`src/include/pgen_cfg.svh`:
```
// packet generator configuration
`ifndef PGEN_CFG_SVH
`define PGEN_CFG_SVH

// flit layout, tag in the top two bits
`define PGEN_FLIT_W 134
`define PGEN_TAG_HI 133
`define PGEN_TAG_LO 132

// control flit fields
`define PGEN_OP_HI 126
`define PGEN_OP_LO 124
`define PGEN_SRC_HI 111
`define PGEN_SRC_LO 104
`define PGEN_DST_HI 103
`define PGEN_DST_LO 96
`define PGEN_ADDR_HI 95
`define PGEN_ADDR_LO 64
`define PGEN_DATA_W 32

`define PGEN_LOCAL_MID 8'd62

// storage sizes
`define PGEN_TMPL_AW 7
`define PGEN_FIFO_AW 4

// register map
`define PGEN_REG_START 32'h0000_0000
`define PGEN_REG_GAP 32'h0001_0001
`define PGEN_REG_LIMIT 32'h0001_0002
`define PGEN_REG_SENT_PKTS 32'h0000_0005
`define PGEN_REG_SENT_BYTES_LO 32'h0000_0003
`define PGEN_REG_SENT_BYTES_HI 32'h0000_0004

`define PGEN_GAP_DEFAULT 32'd8

`endif

```
`src/hw/pgen_pkt_pkg.sv`:
```
// flit format types
`include "pgen_cfg.svh"

package pgen_pkt_pkg;

	// flit framing tag
	typedef enum logic [1:0] {
		TAG_NONE = 2'b00,
		TAG_HEAD = 2'b01,
		TAG_TAIL = 2'b10,
		TAG_BODY = 2'b11
	} flit_tag_e;

	// one data flit
	typedef struct packed {
		flit_tag_e tag;
		// valid bytes of a tail, 0 stands for a full 16
		logic [3:0] nbytes;
		logic [`PGEN_FLIT_W-7:0] payload;
	} flit_t;

endpackage

```
`src/hw/pkt_src_if.sv`:
```
// packet source link
`timescale 1ns/1ps

interface pkt_src_if;

	// whole packet ready at the source
	logic req;
	// held by the arbiter until the tail
	logic grant;
	pgen_pkt_pkg::flit_t flit;
	logic wr;
	logic last;

	modport src (
		output req,
		output flit,
		output wr,
		output last,
		input grant
	);

	modport arb (
		input req,
		input flit,
		input wr,
		input last,
		output grant
	);

endinterface

```
`src/hw/user_pkt_queue.sv`:
```
// user packet queue
`timescale 1ns/1ps
`include "pgen_cfg.svh"

module user_pkt_queue (
	input logic clk,
	input logic rst_n,
	input logic [`PGEN_FLIT_W-1:0] in_data,
	input logic in_wr,
	pkt_src_if.src src
);

	logic [`PGEN_FLIT_W-1:0] mem [0:(1 << `PGEN_FIFO_AW)-1];
	pgen_pkt_pkg::flit_t in_flit;
	pgen_pkt_pkg::flit_t head_flit;
	pgen_pkt_pkg::flit_t rd_q;
	logic [`PGEN_FIFO_AW:0] wr_ptr;
	logic [`PGEN_FIFO_AW:0] rd_ptr;
	logic [`PGEN_FIFO_AW:0] pkt_cnt;
	logic in_pkt;
	logic fifo_wr;
	logic fifo_rd;
	logic full;
	logic tail_in;
	logic tail_rd;
	logic stop;
	logic rd_vld;

	assign in_flit = in_data;
	assign head_flit = mem[rd_ptr[`PGEN_FIFO_AW-1:0]];

	// ********************
	// framing filter
	// ********************
	// body and tail only pass inside a packet
	always_comb begin
		case (in_flit.tag)
			pgen_pkt_pkg::TAG_HEAD: fifo_wr = in_wr;
			pgen_pkt_pkg::TAG_BODY, pgen_pkt_pkg::TAG_TAIL: fifo_wr = in_wr && in_pkt;
			default: fifo_wr = 1'b0;
		endcase
	end

	assign tail_in = fifo_wr && (in_flit.tag == pgen_pkt_pkg::TAG_TAIL);
	assign full = (wr_ptr[`PGEN_FIFO_AW] != rd_ptr[`PGEN_FIFO_AW]) &&
		(wr_ptr[`PGEN_FIFO_AW-1:0] == rd_ptr[`PGEN_FIFO_AW-1:0]);

	// read until the tail has been taken
	assign fifo_rd = src.grant && !stop;
	assign tail_rd = fifo_rd && (head_flit.tag == pgen_pkt_pkg::TAG_TAIL);

	always_ff @(posedge clk) begin
		if (fifo_wr) begin
			mem[wr_ptr[`PGEN_FIFO_AW-1:0]] <= in_data;
		end
		if (fifo_rd) begin
			rd_q <= head_flit;
		end
	end

	always_ff @(posedge clk or negedge rst_n) begin
		if (!rst_n) begin
			in_pkt <= 1'b0;
			wr_ptr <= '0;
			rd_ptr <= '0;
			pkt_cnt <= '0;
			stop <= 1'b0;
			rd_vld <= 1'b0;
		end else begin
			if (fifo_wr && in_flit.tag == pgen_pkt_pkg::TAG_HEAD) begin
				in_pkt <= 1'b1;
			end else if (tail_in) begin
				in_pkt <= 1'b0;
			end
			if (fifo_wr) begin
				wr_ptr <= wr_ptr + 1'b1;
			end
			if (fifo_rd) begin
				rd_ptr <= rd_ptr + 1'b1;
			end
			// complete packets held
			case ({tail_in, tail_rd})
				2'b10: pkt_cnt <= pkt_cnt + 1'b1;
				2'b01: pkt_cnt <= pkt_cnt - 1'b1;
				default: pkt_cnt <= pkt_cnt;
			endcase
			if (!src.grant) begin
				stop <= 1'b0;
			end else if (tail_rd) begin
				stop <= 1'b1;
			end
			rd_vld <= fifo_rd;
		end
	end

	assign src.req = (pkt_cnt != '0) && !(stop && src.grant);
	assign src.flit = rd_q;
	assign src.wr = rd_vld;
	assign src.last = rd_vld && (rd_q.tag == pgen_pkt_pkg::TAG_TAIL);

	// no back-pressure upstream, so the sender must never overrun the queue
	a_no_overflow: assert property (@(posedge clk) disable iff (!rst_n)
		fifo_wr |-> !full);

endmodule

```
`src/flat_wrapper.sv`:
```
// flat-port wrapper written by rule: the top's interface ports become plain ports
module user_pkt_queue_flat 
  (clk, rst_n, in_data, in_wr, src_req, src_flit, src_wr, src_last, src_grant);
  pkt_src_if src_i ();
  input logic clk;
  input logic rst_n;
  input logic [`PGEN_FLIT_W-1:0] in_data;
  input logic in_wr;
  output wire logic [$bits(src_i.req)-1:0] src_req;
  output wire logic [$bits(src_i.flit)-1:0] src_flit;
  output wire logic [$bits(src_i.wr)-1:0] src_wr;
  output wire logic [$bits(src_i.last)-1:0] src_last;
  input wire logic [$bits(src_i.grant)-1:0] src_grant;
  assign src_req = src_i.req;
  assign src_flit = src_i.flit;
  assign src_wr = src_i.wr;
  assign src_last = src_i.last;
  assign src_i.grant = src_grant;
  user_pkt_queue u_core (.clk(clk), .rst_n(rst_n), .in_data(in_data), .in_wr(in_wr), .src(src_i));
endmodule
```
`config.mk`:
```
export PLATFORM = sky130hd
export DESIGN_NAME = user_pkt_queue_flat
export DESIGN_NICKNAME = d
export VERILOG_FILES = /design/src/hw/pgen_pkt_pkg.sv /design/src/hw/pkt_src_if.sv /design/src/hw/user_pkt_queue.sv /design/src/flat_wrapper.sv
export VERILOG_INCLUDE_DIRS = /design/src /design/src/include
export SDC_FILE = /design/constraint.sdc
export NUM_CORES = 2
export LEC_CHECK = 0
export BUFFER_PORTS_ARGS = -buffer_cell sky130_fd_sc_hd__clkbuf_2
export CAP_MARGIN = 15
export CORE_ASPECT_RATIO = 2
export CORE_MARGIN = 5
export CORE_UTILIZATION = 62
export DETAILED_ROUTE_END_ITERATION = 6
export GPL_ROUTABILITY_DRIVEN = 0
export PLACE_DENSITY_LB_ADDON = 0.25
export SLEW_MARGIN = 10
export SYNTH_ARGS = -nofsm -noshare
export SYNTH_HDL_FRONTEND = slang
export SYNTH_SLANG_ARGS = --single-unit
```
`constraint.sdc`:
```
create_clock -name clk -period 14.8 [get_ports clk]
set_input_delay 3.7 -clock clk [delete_from_list [all_inputs] [get_ports clk]]
set_output_delay 3.7 -clock clk [all_outputs]
set_load 0.1 [all_outputs]
```
## Word level (Yosys, flattened, before mapping)

Memories as Yosys holds them, arrays and structs flattened.
Index checks and enable logic that the tools add are counted.

| storage, ports and cells | value |
|---|---|
| memories | 1 |
| register bits after elaboration | 152 |
| RAM bits | 2144 |
| logic and storage cells | 44 |
| output and inout bits | 137 |
| input bits | 138 |

| cells by class | value |
|---|---|
| add/sub/neg operators | 4 |
| eq/ne operators | 8 |
| reduce and logical (&&, ||, !) cells | 14 |
| multiplexer cells | 8 |

Memory list:

| name | words | bits a word | rd ports | clocked after memory_dff | write ports | line | source |
|---|---|---|---|---|---|---|---|
| u_core.mem | 16 | 134 | 1 | 0 | 1 | user_pkt_queue.sv:13 | `` logic [`PGEN_FLIT_W-1:0] mem [0:(1 << `PGEN_FIFO_AW)-1]; `` |

Operators by type and width:

| cell | number |
|---|---|
| $add 5x1->5 const B | 3 |
| $eq 2x2->1 const B | 5 |
| $pmux 5 s2 | 1 |
| $logic_and 1x1->1 | 8 |
| $mux 1 | 6 |
| $reduce_bool 5->1 | 1 |
| $sub 5x1->5 const B | 1 |
| $eq 2x1->1 const B | 2 |
| $reduce_bool 2->1 | 2 |
| $logic_not 1->1 | 2 |
| $ne 2x1->1 const B | 1 |
| $pmux 1 s2 | 1 |
| $reduce_or 2->1 | 1 |

## Longest topological paths before layout

| depth | value |
|---|---|
| word-level depth | 6 |
| depth in mapped cells | 14 |
| gate-level depth less buffers | 12 |

## Worst setup path after synthesis

Ideal clock, no wire load.

| timing path | value |
|---|---|
| path kind | input to register |
| start | input in_data[133] |
| end | memory u_core.mem[3][0] in the netlist's numbering (enable) |
| required time | 14.009 ns |
| path buffers | 0 |
| arrival time | 13.376 ns |
| library setup time | 0.791 ns |
| stages | 4 |
| path slack | 0.633 ns |
| cell sequence | mux2i_1 > nor2_1 > nand2_1 > nor3_1 |

| between the ends | value |
|---|---|
| longest elaborated chain between the ends | 5 |
| elaborated cells between the ends (all ways) | 7 |
| classes of those cells | eq/ne: 3; mux: 3; reduce/logical: 1 |

RTL lines:

| what | line | source |
|---|---|---|
| start: declaration | flat_wrapper.sv:7 | `` input logic [`PGEN_FLIT_W-1:0] in_data; `` |
| $eq 2x2->1 | user_pkt_queue.sv:37 | `case (in_flit.tag)` |
| $reduce_or 2->1 | user_pkt_queue.sv:37 |  |
| $pmux 1 s2 * | user_pkt_queue.sv:37 |  |
| $mux 1 * | user_pkt_queue.sv:53 | `if (fifo_wr) begin` |
| $mux 1 * | user_pkt_queue.sv:54 | `` mem[wr_ptr[`PGEN_FIFO_AW-1:0]] <= in_data; `` |
| end: declaration | user_pkt_queue.sv:13 |  |

Mark *: on every way between the ends. The rest lies on a longest branch, timed or not.

## Final worst setup path

| timing path | value |
|---|---|
| start | input src_grant |
| end | output src_req |

| between the ends | value |
|---|---|
| longest elaborated chain between the ends | 3 |

RTL lines:

| what | line | source |
|---|---|---|
| start: declaration | flat_wrapper.sv:13 | `input wire logic [$bits(src_i.grant)-1:0] src_grant;` |
| $logic_and 1x1->1 | user_pkt_queue.sv:96 | `assign src.req = (pkt_cnt != '0) && !(stop && src.grant);` |
| $logic_not 1->1 | user_pkt_queue.sv:96 |  |
| $logic_and 1x1->1 | user_pkt_queue.sv:96 |  |
| end: declaration | flat_wrapper.sv:9 | `output wire logic [$bits(src_i.req)-1:0] src_req;` |

Every way passes these cells.

==> results.toml <==
[power]
p_comb_share_pct = 32.2
leakagePower_uw = 0.0317
sw_frac_of_total_pct = 35.4
peakVddDrop_v = 0.000221
switchingPower_uw = 6890
clkPwrFrac_pct = 25.8
p_per_area_mw_per_mm2 = 202
p_int_uw = 12600
pwr-share-seq_pct = 42.1

[synthesis]
ys_seq_area_share_pct = 79.1
synth-simple-area-share_pct = 0.838
synth_top_family_by_area = "multiplexers"
synth.distinct_cells = 31
synth_compound_area_share_pct = 4.84
synthMuxAreaShare_pct = 13.3
synth.avg_cell_area_sq_um = 20.7
yosysWarnings = 0
synth_fa_ha_area_share_pct = 0.152
synth_area_sq_mm = 0.0870
synth_nets = 4353
synth_xor_area_share_pct = 0.111
synthCells = 4205
ys_ff_latch = 2294

[floorplan]
die_area_sq_mm = 0.148
die_h_um = 540
die_w_um = 275
ioPinCount = 275
rows = 194
core_sq_mm = 0.140
start_util_pct = 62.4

[clock_network]
cts_root_buf = "clkbuf_16"
cts_setup_buffers = 0
numCtsBuffers = 189
h-tree-depth = 4
clock_path_buffers = 4
hold_buffers = 0
cts_sinks = 2294
tritoncts = "built"
cts_resized = 0
path_clk_slew_ns = 0.07
worstSkewPairLatency_ns = 0.83

[status]
status = "finished, final reports clean"

[drt]
wl_per_cell_um = 29.9
wirelength_um = 196000
vias = 42400
drc = 0
drtAntennaViolNets = 0
routed_via_density = 6.49
detail_route.iter0.violations = 4016
dr.pass1.iters = 6

[worst_setup_path]
critPathSlowestCell = "clkbuf_2"
path_class = "in -> out"
cp_data_required_time_ns = 11.10
slowest_delay_ns = 0.48
critPathArrivalTime_ns = 4.46
end_kind = "output pin"
crit_chain = "clkbuf_2 -> a22oi_1 -> clkbuf_2"
cp_common_cell = "clkbuf_2"
cp_max_fo = 3
cp-start-kind = "input port"

[final_layout]
final_util_pct = 69.0
fin_nets = 4662
final_cell_area_sq_mm = 0.0963
layout_common_cells = "2278 x edfxtp_1, 397 x mux2i_1, 274 x clkbuf_2"
area_growth_pct = 10.6
fillCellCount = 8547
drive_gt1_share_pct = 22.5
mostFrequentLayoutCell = "edfxtp_1"

[timing]
max_slew_margin_pct = 23.6
tns_ns = 0
setup_ws_ns = 6.64
post-route-period-util_pct = 55.1
finalHoldViolCount = 0
min_period_ns = 8.16
rsz0062_at_grt = "no"
tightest_slew_ns = 1.15
setup_violations = 0
clock.fmax_mhz = 123
finalClockSkew_ns = 0.0548
finalMaxSlewViolations = 0

[global_route]
grt_start_max_net_pins = 141
grt_usage_pct = 26.2
overflow = 0
grt_pass1_vias = 43500
grt_pass1_wl_um = 287000
antenna_found_initial = 31

[hold_path]
hold_class = "reg -> reg"

[placed_design]
preCtsSetupSlack_ns = 6.64
post_dp_cell_area_sq_mm = 0.0901
hpwl_um = 100000
io_buffer_count = 274

[flow_run]
drv_cap = 0
critical path, delay by kind of cell:
kind | cells | cell delay [ns]
buffers and inverters | 2 | 0.58
AO/OA/AOI/OAI | 1 | 0.17
metrics by stage:
stage | instances | power [uW] | hold slack (ns)
global placement | 6185 | 14600 | 0.462
global route | 6523 | 20200 | 0.498
CTS | 6521 | 19600 | 0.491
detailed placement | 6185 | 14600 | 0.478
finish | 6529 | 19500 | 0.488
floorplan | 4205 | 13100 | 0.443
synthesized netlist by cell type:
cell type     n  area share, %
a21o_1        2          0.017
a21oi_1     135           0.78
a221oi_1    132            1.3
a22oi_1     135            1.2
and2_1        2          0.014
buf_1        10          0.043
buf_2        22           0.13
buf_4        10          0.086
buf_6        64           0.83
buf_8         3          0.052
clkbuf_1    118           0.51
dfrtp_1      16           0.46
edfxtp_1   2278             79
fa_1          1          0.023
ha_1          9           0.13
inv_1         3          0.013
mux2_2      134            1.7
mux2i_1     397            4.6
mux4_2      272            7.0
nand2_1     145           0.63
nand2b_1      2          0.014
nand3_1       5          0.029
nand4_1       1         0.0072
nand4b_1      1          0.010
nor2_1       17          0.073
nor2b_1       5          0.036
nor3_1        5          0.029
o21a_1        1         0.0086
o21ai_0     269            1.5
xnor2_1       7          0.070
xor2_1        4          0.040
registers in the layout (all words and copies together), names as in the netlist:
signal	flops
u_core.stop	1
u_core.src.wr	1
u_core.pkt_cnt	5
u_core.wr_ptr	4
u_core.rd_ptr	4
u_core.in_pkt	1
u_core.mem	2144
u_core.src.flit	134
final timing paths:
check | slack, ns | to | start | cells past startpoint
worst max-delay path | 6.64 | src_req | src_grant | 3
worst min-delay path | 0.49 | u_core.pkt_cnt[4] | u_core.pkt_cnt[4] | 1
worst max register to register | 9.10 | u_core.src.flit[64] | u_core.rd_ptr[0] | 9
worst min register to register | 0.49 | u_core.pkt_cnt[4] | u_core.pkt_cnt[4] | 1
max in group asynchronous | 11.59 | u_core.rd_ptr[3] | rst_n | 1
min in group asynchronous | 2.84 | u_core.rd_ptr[0] | rst_n | 1
layer usage:
metal  up-vias  wire [um]  global-route usage [%]
li1      18000          -                       -
met1     22300      71800                    34.1
met2      1770     105000                    46.6
met3       330      13600                    4.33
met4        32       4610                    6.66
met5         -        177                       0
layout make-up:
cell class | instances | area, sq um | area share [%]
Multi-Input combinational cell | 1681 | 16900 | 17.6
Inverter | 3 | 11.3 | 0.0117
Clock inverter | 117 | 1220 | 1.27
Clock buffer | 219 | 4930 | 5.12
Antenna cell | 8 | 20.0 | 0.0208
Tap cell | 1862 | 2330 | 2.42
Sequential cell | 2294 | 68800 | 71.5
Timing Repair Buffer | 345 | 2020 | 2.10
cell families after synthesis:
| logic type | Yosys count |
|---|---|
| simple gates | 183 |
| flops | 2294 |
| compound gates | 674 |
| buf+inv | 230 |
| xor+xnor | 11 |
| fa+ha+maj | 10 |
| mux | 803 |
power by group through the flow:
| stage | clock network [uW] | logic, uW | registers, uW |
|---|---|---|---|
| floorplan | 0 | 3460 | 9650 |
| detailed placement | 0 | 6280 | 8330 |
| global placement | 0 | 6240 | 8310 |
| finish | 5020 | 6270 | 8190 |
| global route | 5360 | 6620 | 8240 |
| CTS | 5090 | 6320 | 8200 |
(Power assumes the default switching activity.)
