<file path="config.mk">
export PLATFORM = sky130hd
export DESIGN_NAME = ctl_regs
export DESIGN_NICKNAME = d
export VERILOG_FILES = /design/src/hw/pgen_ctl_pkg.sv /design/src/hw/pgen_pkt_pkg.sv /design/src/hw/ctl_regs.sv
export VERILOG_INCLUDE_DIRS = /design/src /design/src/include
export SDC_FILE = /design/constraint.sdc
export NUM_CORES = 1
export LEC_CHECK = 0
export CELL_PAD_IN_SITES_DETAIL_PLACEMENT = 1
export CELL_PAD_IN_SITES_GLOBAL_PLACEMENT = 2
export CORE_AREA = 2 2 179 181
export CTS_BUF_LIST = sky130_fd_sc_hd__clkbuf_4 sky130_fd_sc_hd__clkbuf_8
export CTS_CLUSTER_SIZE = 14
export DETAILED_ROUTE_END_ITERATION = 10
export DIE_AREA = 0 0 181 183
export DONT_BUFFER_PORTS = 1
export PLACE_DENSITY_LB_ADDON = 0.1
export SKIP_LAST_GASP = 1
export SYNTH_ARGS = -nofsm -noshare
export SYNTH_HDL_FRONTEND = slang
export SYNTH_SLANG_ARGS = --single-unit
export TNS_END_PERCENT = 50
</file>
<file path="constraint.sdc">
create_clock -name clk -period 1.2 [get_ports clk]
set_input_delay 0.24 -clock clk [delete_from_list [all_inputs] [get_ports clk]]
set_output_delay 0.24 -clock clk [all_outputs]
set_load 0.1 [all_outputs]
</file>
<file path="src/include/pgen_cfg.svh">
// packet generator configuration
`ifndef PGEN_CFG_SVH
`define PGEN_CFG_SVH

// flit layout, tag in the top two bits
`define PGEN_FLIT_W 134
`define PGEN_TAG_HI 133
`define PGEN_TAG_LO 132

// control flit fields
`define PGEN_OP_HI 126
`define PGEN_OP_LO 124
`define PGEN_SRC_HI 111
`define PGEN_SRC_LO 104
`define PGEN_DST_HI 103
`define PGEN_DST_LO 96
`define PGEN_ADDR_HI 95
`define PGEN_ADDR_LO 64
`define PGEN_DATA_W 32

`define PGEN_LOCAL_MID 8'd62

// storage sizes
`define PGEN_TMPL_AW 7
`define PGEN_FIFO_AW 4

// register map
`define PGEN_REG_START 32'h0000_0000
`define PGEN_REG_GAP 32'h0001_0001
`define PGEN_REG_LIMIT 32'h0001_0002
`define PGEN_REG_SENT_PKTS 32'h0000_0005
`define PGEN_REG_SENT_BYTES_LO 32'h0000_0003
`define PGEN_REG_SENT_BYTES_HI 32'h0000_0004

`define PGEN_GAP_DEFAULT 32'd8

`endif

</file>
<file path="src/hw/pgen_ctl_pkg.sv">
// control packet types
package pgen_ctl_pkg;

	// control opcodes
	typedef enum logic [2:0] {
		OP_NONE = 3'b000,
		OP_READ = 3'b001,
		OP_WRITE = 3'b010,
		OP_REPLY = 3'b011
	} ctl_op_e;

	// decoded register index
	typedef enum logic [2:0] {
		REG_START,
		REG_GAP,
		REG_LIMIT,
		REG_SENT_PKTS,
		REG_BYTES_LO,
		REG_BYTES_HI,
		REG_NONE
	} reg_idx_e;

endpackage

</file>
<file path="src/hw/pgen_pkt_pkg.sv">
// flit format types
`include "pgen_cfg.svh"

package pgen_pkt_pkg;

	// flit framing tag
	typedef enum logic [1:0] {
		TAG_NONE = 2'b00,
		TAG_HEAD = 2'b01,
		TAG_TAIL = 2'b10,
		TAG_BODY = 2'b11
	} flit_tag_e;

	// one data flit
	typedef struct packed {
		flit_tag_e tag;
		// valid bytes of a tail, 0 stands for a full 16
		logic [3:0] nbytes;
		logic [`PGEN_FLIT_W-7:0] payload;
	} flit_t;

endpackage

</file>
<file path="src/hw/ctl_regs.sv">
// control registers
`timescale 1ns/1ps
`include "pgen_cfg.svh"

module ctl_regs (
	input logic clk,
	input logic rst_n,
	input logic [`PGEN_FLIT_W-1:0] cin_data,
	input logic cin_wr,
	output logic [`PGEN_FLIT_W-1:0] cout_data,
	output logic cout_wr,
	output logic start,
	output logic [31:0] gap,
	output logic [31:0] limit,
	input logic [63:0] sent_pkts,
	input logic [63:0] sent_bytes
);

	pgen_ctl_pkg::ctl_op_e op;
	pgen_ctl_pkg::reg_idx_e idx;
	logic is_head;
	logic is_tail;
	logic local_hit;
	logic local_wr;
	logic local_rd;
	logic wr_pending;
	logic [`PGEN_DATA_W-1:0] rd_val;
	logic [`PGEN_FLIT_W-1:0] reply;

	// ********************
	// head decode
	// ********************
	assign op = pgen_ctl_pkg::ctl_op_e'(cin_data[`PGEN_OP_HI:`PGEN_OP_LO]);
	assign is_head = cin_wr && (cin_data[`PGEN_TAG_HI:`PGEN_TAG_LO] == pgen_pkt_pkg::TAG_HEAD);
	assign is_tail = cin_wr && (cin_data[`PGEN_TAG_HI:`PGEN_TAG_LO] == pgen_pkt_pkg::TAG_TAIL);
	assign local_hit = is_head && (cin_data[`PGEN_DST_HI:`PGEN_DST_LO] == `PGEN_LOCAL_MID);
	assign local_wr = local_hit && (op == pgen_ctl_pkg::OP_WRITE);
	assign local_rd = local_hit && (op == pgen_ctl_pkg::OP_READ);

	always_comb begin
		case (cin_data[`PGEN_ADDR_HI:`PGEN_ADDR_LO])
			`PGEN_REG_START: idx = pgen_ctl_pkg::REG_START;
			`PGEN_REG_GAP: idx = pgen_ctl_pkg::REG_GAP;
			`PGEN_REG_LIMIT: idx = pgen_ctl_pkg::REG_LIMIT;
			`PGEN_REG_SENT_PKTS: idx = pgen_ctl_pkg::REG_SENT_PKTS;
			`PGEN_REG_SENT_BYTES_LO: idx = pgen_ctl_pkg::REG_BYTES_LO;
			`PGEN_REG_SENT_BYTES_HI: idx = pgen_ctl_pkg::REG_BYTES_HI;
			default: idx = pgen_ctl_pkg::REG_NONE;
		endcase
	end

	// start is a strobe and reads as zero
	always_comb begin
		case (idx)
			pgen_ctl_pkg::REG_START: rd_val = '0;
			pgen_ctl_pkg::REG_GAP: rd_val = gap;
			pgen_ctl_pkg::REG_LIMIT: rd_val = limit;
			pgen_ctl_pkg::REG_SENT_PKTS: rd_val = sent_pkts[31:0];
			pgen_ctl_pkg::REG_BYTES_LO: rd_val = sent_bytes[31:0];
			pgen_ctl_pkg::REG_BYTES_HI: rd_val = sent_bytes[63:32];
			default: rd_val = '1;
		endcase
	end

	// reply head with swapped ids and the value in the low word
	always_comb begin
		reply = cin_data;
		reply[`PGEN_OP_HI:`PGEN_OP_LO] = pgen_ctl_pkg::OP_REPLY;
		reply[`PGEN_SRC_HI:`PGEN_SRC_LO] = cin_data[`PGEN_DST_HI:`PGEN_DST_LO];
		reply[`PGEN_DST_HI:`PGEN_DST_LO] = cin_data[`PGEN_SRC_HI:`PGEN_SRC_LO];
		reply[`PGEN_DATA_W-1:0] = rd_val;
	end

	// ********************
	// register writes and output
	// ********************
	always_ff @(posedge clk or negedge rst_n) begin
		if (!rst_n) begin
			cout_wr <= 1'b0;
			start <= 1'b0;
			gap <= `PGEN_GAP_DEFAULT;
			limit <= '0;
			wr_pending <= 1'b0;
		end else begin
			start <= 1'b0;
			cout_wr <= cin_wr;
			if (local_wr) begin
				// head and tail of a local write are both consumed
				cout_wr <= 1'b0;
				wr_pending <= 1'b1;
				case (idx)
					pgen_ctl_pkg::REG_START: start <= 1'b1;
					pgen_ctl_pkg::REG_GAP: gap <= cin_data[`PGEN_DATA_W-1:0];
					pgen_ctl_pkg::REG_LIMIT: limit <= cin_data[`PGEN_DATA_W-1:0];
					default: ;
				endcase
			end else if (wr_pending && cin_wr) begin
				cout_wr <= 1'b0;
				if (is_tail) begin
					wr_pending <= 1'b0;
				end
			end
		end
	end

	always_ff @(posedge clk) begin
		cout_data <= local_rd ? reply : cin_data;
	end

endmodule

</file>
# Word-level counts from Yosys, hierarchy flattened
# Cells that the tools add are included.
totals:
  register_bits: 201
  input_bits: 265
  out_inout_bits: 200
  word_cells: 45
op_classes:
  eq_ne: 15
  n_mux: 10
  n_reduce_logical: 13
op_table:
  columns: ["cell", "n"]
  rows:
  - ["32-bit case mux with 6 select lines", 1]
  - ["112-bit 2-to-1 mux", 1]
  - ["32-bit by 17-bit == test with 1-bit output, second input constant", 2]
  - ["32-bit by 3-bit == test with 1-bit output, second input constant", 2]
  - ["32-bit by 2-bit == test with 1-bit output, second input constant", 1]
  - ["32-bit zero test", 1]
  - ["3-bit case mux with 6 select lines", 1]
  - ["3-bit by 2-bit == test with 1-bit output, second input constant", 3]
  - ["8-bit by 6-bit == test with 1-bit output, second input constant", 1]
  - ["1-bit 2-to-1 mux", 7]
  - ["3-bit by 1-bit == test with 1-bit output, second input constant", 2]
  - ["3-bit == test, second input constant", 2]
  - ["1-bit logical AND", 6]
  - ["2-bit AND reduction", 3]
  - ["2-bit nonzero test", 2]
  - ["3-bit zero test", 1]
  - ["2-bit by 1-bit == test with 1-bit output, second input constant", 1]
  - ["2-bit == test, second input constant", 1]

# Logic depth before layout (Yosys ltp)
depth:
  depth_word: 6
  ltp_mapped: 12
  depth_no_buf: 11

# Worst setup path after synthesis
# OpenSTA, ideal clock, no wires.
synth_timing:
  path_kind: "in2reg"
  start: "input cin_data[69]"
  end: "register limit[0]"
  setup_time_ns: 0.126
  arrival_time_ns: 2.556
  path_slack_ns: -1.482
  path_stages: 11
  path_cell_list: "or4_1 > nor2_4 > nand3_2 > nor2_1 > inv_1 > ha_1 > o41ai_1 > nand2_1 > nor3_2 > buf_2 > mux2_2"
synth_via:
  elab_chain_cells: 4
  word_cells_on_any_way: 9
  classes_between: "eq/ne: 6; mux: 1; reduce/logical: 2"
synth_lines:
  columns: ["item", "line", "rtl"]
  rows:
  - ["from (decl)", "ctl_regs.sv:8", "input logic [`PGEN_FLIT_W-1:0] cin_data,"]
  - ["32-bit by 3-bit == test with 1-bit output, or another cell as far along", "ctl_regs.sv:41", "case (cin_data[`PGEN_ADDR_HI:`PGEN_ADDR_LO])"]
  - ["3-bit case mux with 6 select lines (*)", "ctl_regs.sv:41", null]
  - ["3-bit by 2-bit == test with 1-bit output (*)", "ctl_regs.sv:91", "case (idx)"]
  - ["2-bit AND reduction (no source line) (*)", null, null]
  - ["to (signal assigned)", "ctl_regs.sv:94", "pgen_ctl_pkg::REG_LIMIT: limit <= cin_data[`PGEN_DATA_W-1:0];"]
  - ["to (decl)", "ctl_regs.sv:14", "output logic [31:0] limit,"]
# Every way passes the cells marked *; elsewhere a longest branch is shown, timed or not.
# A chain may end at the register's enable or synchronous reset.

# Final worst setup path
layout_timing:
  start: "input cin_data[75]"
  end: "register limit[12]"
# The elaborated chain is that of the path after synthesis.

==> results.tsv <==
stage	metric	value	unit
synthesis	post-synthesis compound-gate area fraction	10.9	%
run	max-cap violations	0	
final_layout	Area Growth Syn to Fin	122	%
global_route	initial antenna violation count	4	
clocking	CTS Buf Count	38	
synthesis	synthesized net count	796	
critical_path	Crit Path Class	input port to flip-flop	
power_and_ir_drop	total power	17.8	mW
clocking	# hold bufs at CTS	199	
synthesis	Main synth FF type	dfxtp_1	
floorplanning	die height	183	um
sta	fin worst setup slack	-0.918	ns
final_layout	area of the multi-input gates	2640	um^2
floorplanning	core footprint	31200	um^2
clocking	CTS tree	done	
power_and_ir_drop	PD cells	1160	nW/um^2
power_and_ir_drop	Sw Ratio	30.1	%
synthesis	post-synthesis sequential area ratio	63.0	%
placement	DP HPWL	21.5	mm
run_status	failing checks	negative hold slack, negative setup slack	
clocking	Skew-Pair Late Insertion Delay	0.53	ns
synthesis	post-synthesis cell type count	47	
sta	unrepaired setup endpoints after global routing	yes	
sta	final worst-path cycle share	176	%
clocking	Clk pin slew, worst setup/hold paths	0.06	ns
drt	DRT Pass-1 Iters	7	
placement	Port-buffer cells	0	
floorplanning	# IOs	465	
sta	Slew HR	71.8	%
critical_path	Critical R2R Capture	cout_data[26]	
run_status	run status	finished with violations	
critical_path	reg-to-reg startpoint	limit[26]	
worst_hold_path	min-delay worst type	input port to asynchronous set/reset pin	
synthesis	Synth Instances	530	
placement	routability cong.	0.817	
clocking	Root Driver	clkbuf_8	
drt	Vias/cell	4.52	
drt	Starting DRT DRC Count	307	
synthesis	post-synthesis simple-gate area fraction	7.14	%
global_route	pin count of the biggest net entering global routing	68	
final_layout	register area	4370	um^2
drt	DRC errors left	0	
critical_path	CP Data Arrival Time	2.52	ns
final_layout	number of nets in the layout	1292	
power_and_ir_drop	NetSw	5.36	mW
power_and_ir_drop	Combinational Power Share	20.2	%
floorplanning	Row Count	65	
floorplanning	full die area	33100	um^2
final_layout	commonest non-fill, non-tap cell in the layout	buf_12	
clocking	Sink Count	201	
sta	Layout Skew	0.0123	ns
synthesis	count of flip-flops with a built-in enable after synthesis	0	
clocking	clk buf depth	3	
clocking	htree depth	2	
synthesis	largest family of logic cells by synthesized area	multiplexers	
synthesis	Syn Area/Cell	13.1	um^2
drt	wire per inst	23.1	um
global_route	Tot GR Track Use	19.6	%
final_layout	FILL cells	3078	
critical_path	Max FO, Critical Path	5	
critical_path	worst reg2reg path depth	4	
floorplanning	die span in x	181	um
drt	Total Wirelength	33.6	mm
critical_path	CP Launch Type	input port	
synthesis	Synth Cell Area	6930	um^2
sta	final hold slack	-0.591	ns
sta	final setup violation count	302	
floorplanning	starting density of the core	22.2	%
sta	Slew Limit Fails	0	
power_and_ir_drop	Clock power frac	39.6	%
global_route	number of global-route vias before repair	7679	
final_layout	most frequent cells in the layout	212 x buf_12, 199 x dlygate4sd3_1, 131 x dfxtp_1	
critical_path	CP Capture Type	flip-flop	
power_and_ir_drop	maximum vdd ir drop	877	uV
synthesis	Post-synth ARST share	33.3	%
final_layout	Final Core Density	49.2	%
synthesis	number of synthesized register bits	201	
synthesis	mux cell area share after synthesis	16.4	%
power_and_ir_drop	Leak Pwr	6.78	nW
critical_path	worst path required time	1.60	ns
power_and_ir_drop	Reg power frac	40.2	%
synthesis	Synth Area in XOR/XNOR	0.126	%
sta	Peak Freq	472	MHz
power_and_ir_drop	Int Pwr	12.5	mW
sta	min Tclk post-route	2.12	ns
drt	Detail Route Antenna Nets	0	
drt	vias	6577	
synthesis	post-synthesis adder-cell area fraction	0.181	%
sta	final hold vios	67	
global_route	first-pass GRT wire length	49.0	mm
critical_path	R2R Setup Slk	-0.19	ns
final_layout	layout cell share with drive strength beyond 1	44.1	%
global_route	gr ovfl total	0	
sta	worst-margin pin slew	0.418	ns
synthesis	synth warn	0	
area by class of cell:
| class | count | share of cell area, % |
|---|---|---|
| multi-input cells | 295 | 17.2 |
| inverters | 2 | 0.0489 |
| clock inverters | 9 | 0.529 |
| well taps | 402 | 3.27 |
| diodes | 4 | 0.0651 |
| clock buffers | 55 | 4.64 |
| flip-flops and latches | 201 | 28.5 |
| repair buffers | 488 | 45.8 |
power by group through the flow:
stage                     logic (mW)  registers (mW)  clock network [mW]
after CTS                       3.60            7.16                7.28
after floorplan                0.166            8.91                   0
after detailed placement        3.02            7.30                   0
after global placement          3.01            7.29                   0
after global routing            3.69            7.18                7.61
final                           3.60            7.16                7.05
worst max-delay path, cell delays in order:
cell,delay [ns]
or4_4,0.53
nor2_4,0.18
buf_6,0.12
nand4_1,0.14
ha_4,0.23
o41ai_4,0.06
nand2_1,0.15
nor3_4,0.19
buf_6,0.19
clkbuf_16,0.17
mux2_2,0.33
registers in the layout, indices dropped and copies added (netlist names):
name        count
gap            32
start           1
cout_wr         1
limit          32
cout_data     134
wr_pending      1
synth_stat cells (2+ instances only):
library cell / count / area, um^2
a21o_1: 3 / 22.5
mux2_1: 39 / 439
buf_6: 3 / 33.8
nor2b_1: 3 / 18.8
nor4_1: 3 / 18.8
clkbuf_1: 20 / 75.1
nand2_1: 4 / 15.0
nand2b_1: 2 / 12.5
or4_4: 2 / 22.5
o21bai_1: 2 / 15.0
buf_2: 9 / 45.0
or4_1: 2 / 15.0
a222oi_1: 32 / 320
dfxtp_1: 134 / 2680
nand3b_1: 2 / 15.0
dfrtp_1: 66 / 1650
nor3_1: 3 / 15.0
inv_1: 2 / 7.51
nand4_1: 3 / 18.8
nor2_1: 34 / 128
mux2_2: 62 / 698
nor2_4: 2 / 22.5
a21oi_1: 64 / 320
nand3_1: 2 / 10.0
or2_2: 6 / 37.5
nor3b_1: 3 / 22.5
nor4bb_1: 3 / 30.0
stage by stage:
step	instance area, um^2	setup slack, ns	TNS, ns	hold WS (ns)	cells
3_5_place_dp	11400	-1.48	-139.62	-0.0523	1142
2_1_floorplan	7010	-1.28	-116.66	-0.0556	530
3_3_place_gp	11400	-1.46	-140.17	-0.0521	1142
6_report	15400	-0.918	-98.84	-0.591	1456
4_1_cts	15000	-0.824	-103.92	-0.641	1434
5_1_grt	15400	-0.969	-115.21	-0.638	1455
metal layers:
metal	wire, um	vias to the layer above	GRT usage (%)
li1	-	2958	-
met1	12700	3265	21.4
met2	17500	297	35.8
met3	2580	57	6.14
met4	852	0	6.89
met5	0	-	0
cell families (layout without fill, tap and decap cells):
group	Yosys count	after routing
AOI/OAI and AO/OA	109	109
xor gates and xnor gates	1	1
adders and majority gates	1	1
buffers and inverters	34	554
DFF	201	201
muxes	101	101
other	0	4
and+or+nand+nor	83	83
worst max path at each step:
stage | endpoint | start | depth (start not counted) | slack, ns
floorplan | limit[0] | cin_data[72] | 11 | -1.28
global placement | limit[13] | cin_data[84] | 12 | -1.46
detailed placement | cout_data[12] | cin_data[84] | 12 | -1.48
CTS | cout_data[9] | cin_data[69] | 13 | -0.82
global route | cout_data[7] | cin_data[75] | 12 | -0.97
finish | limit[12] | cin_data[75] | 11 | -0.92
repair_timing:
item                                   CTS  global route
setup buffers                           24            14
pin swaps                               19            45
resized for setup                      120            46
cloned                                   5             5
endpoints found under the hold margin  267            67
setup endpoints to repair              302           304
Power figures use the tool's default switching activity.
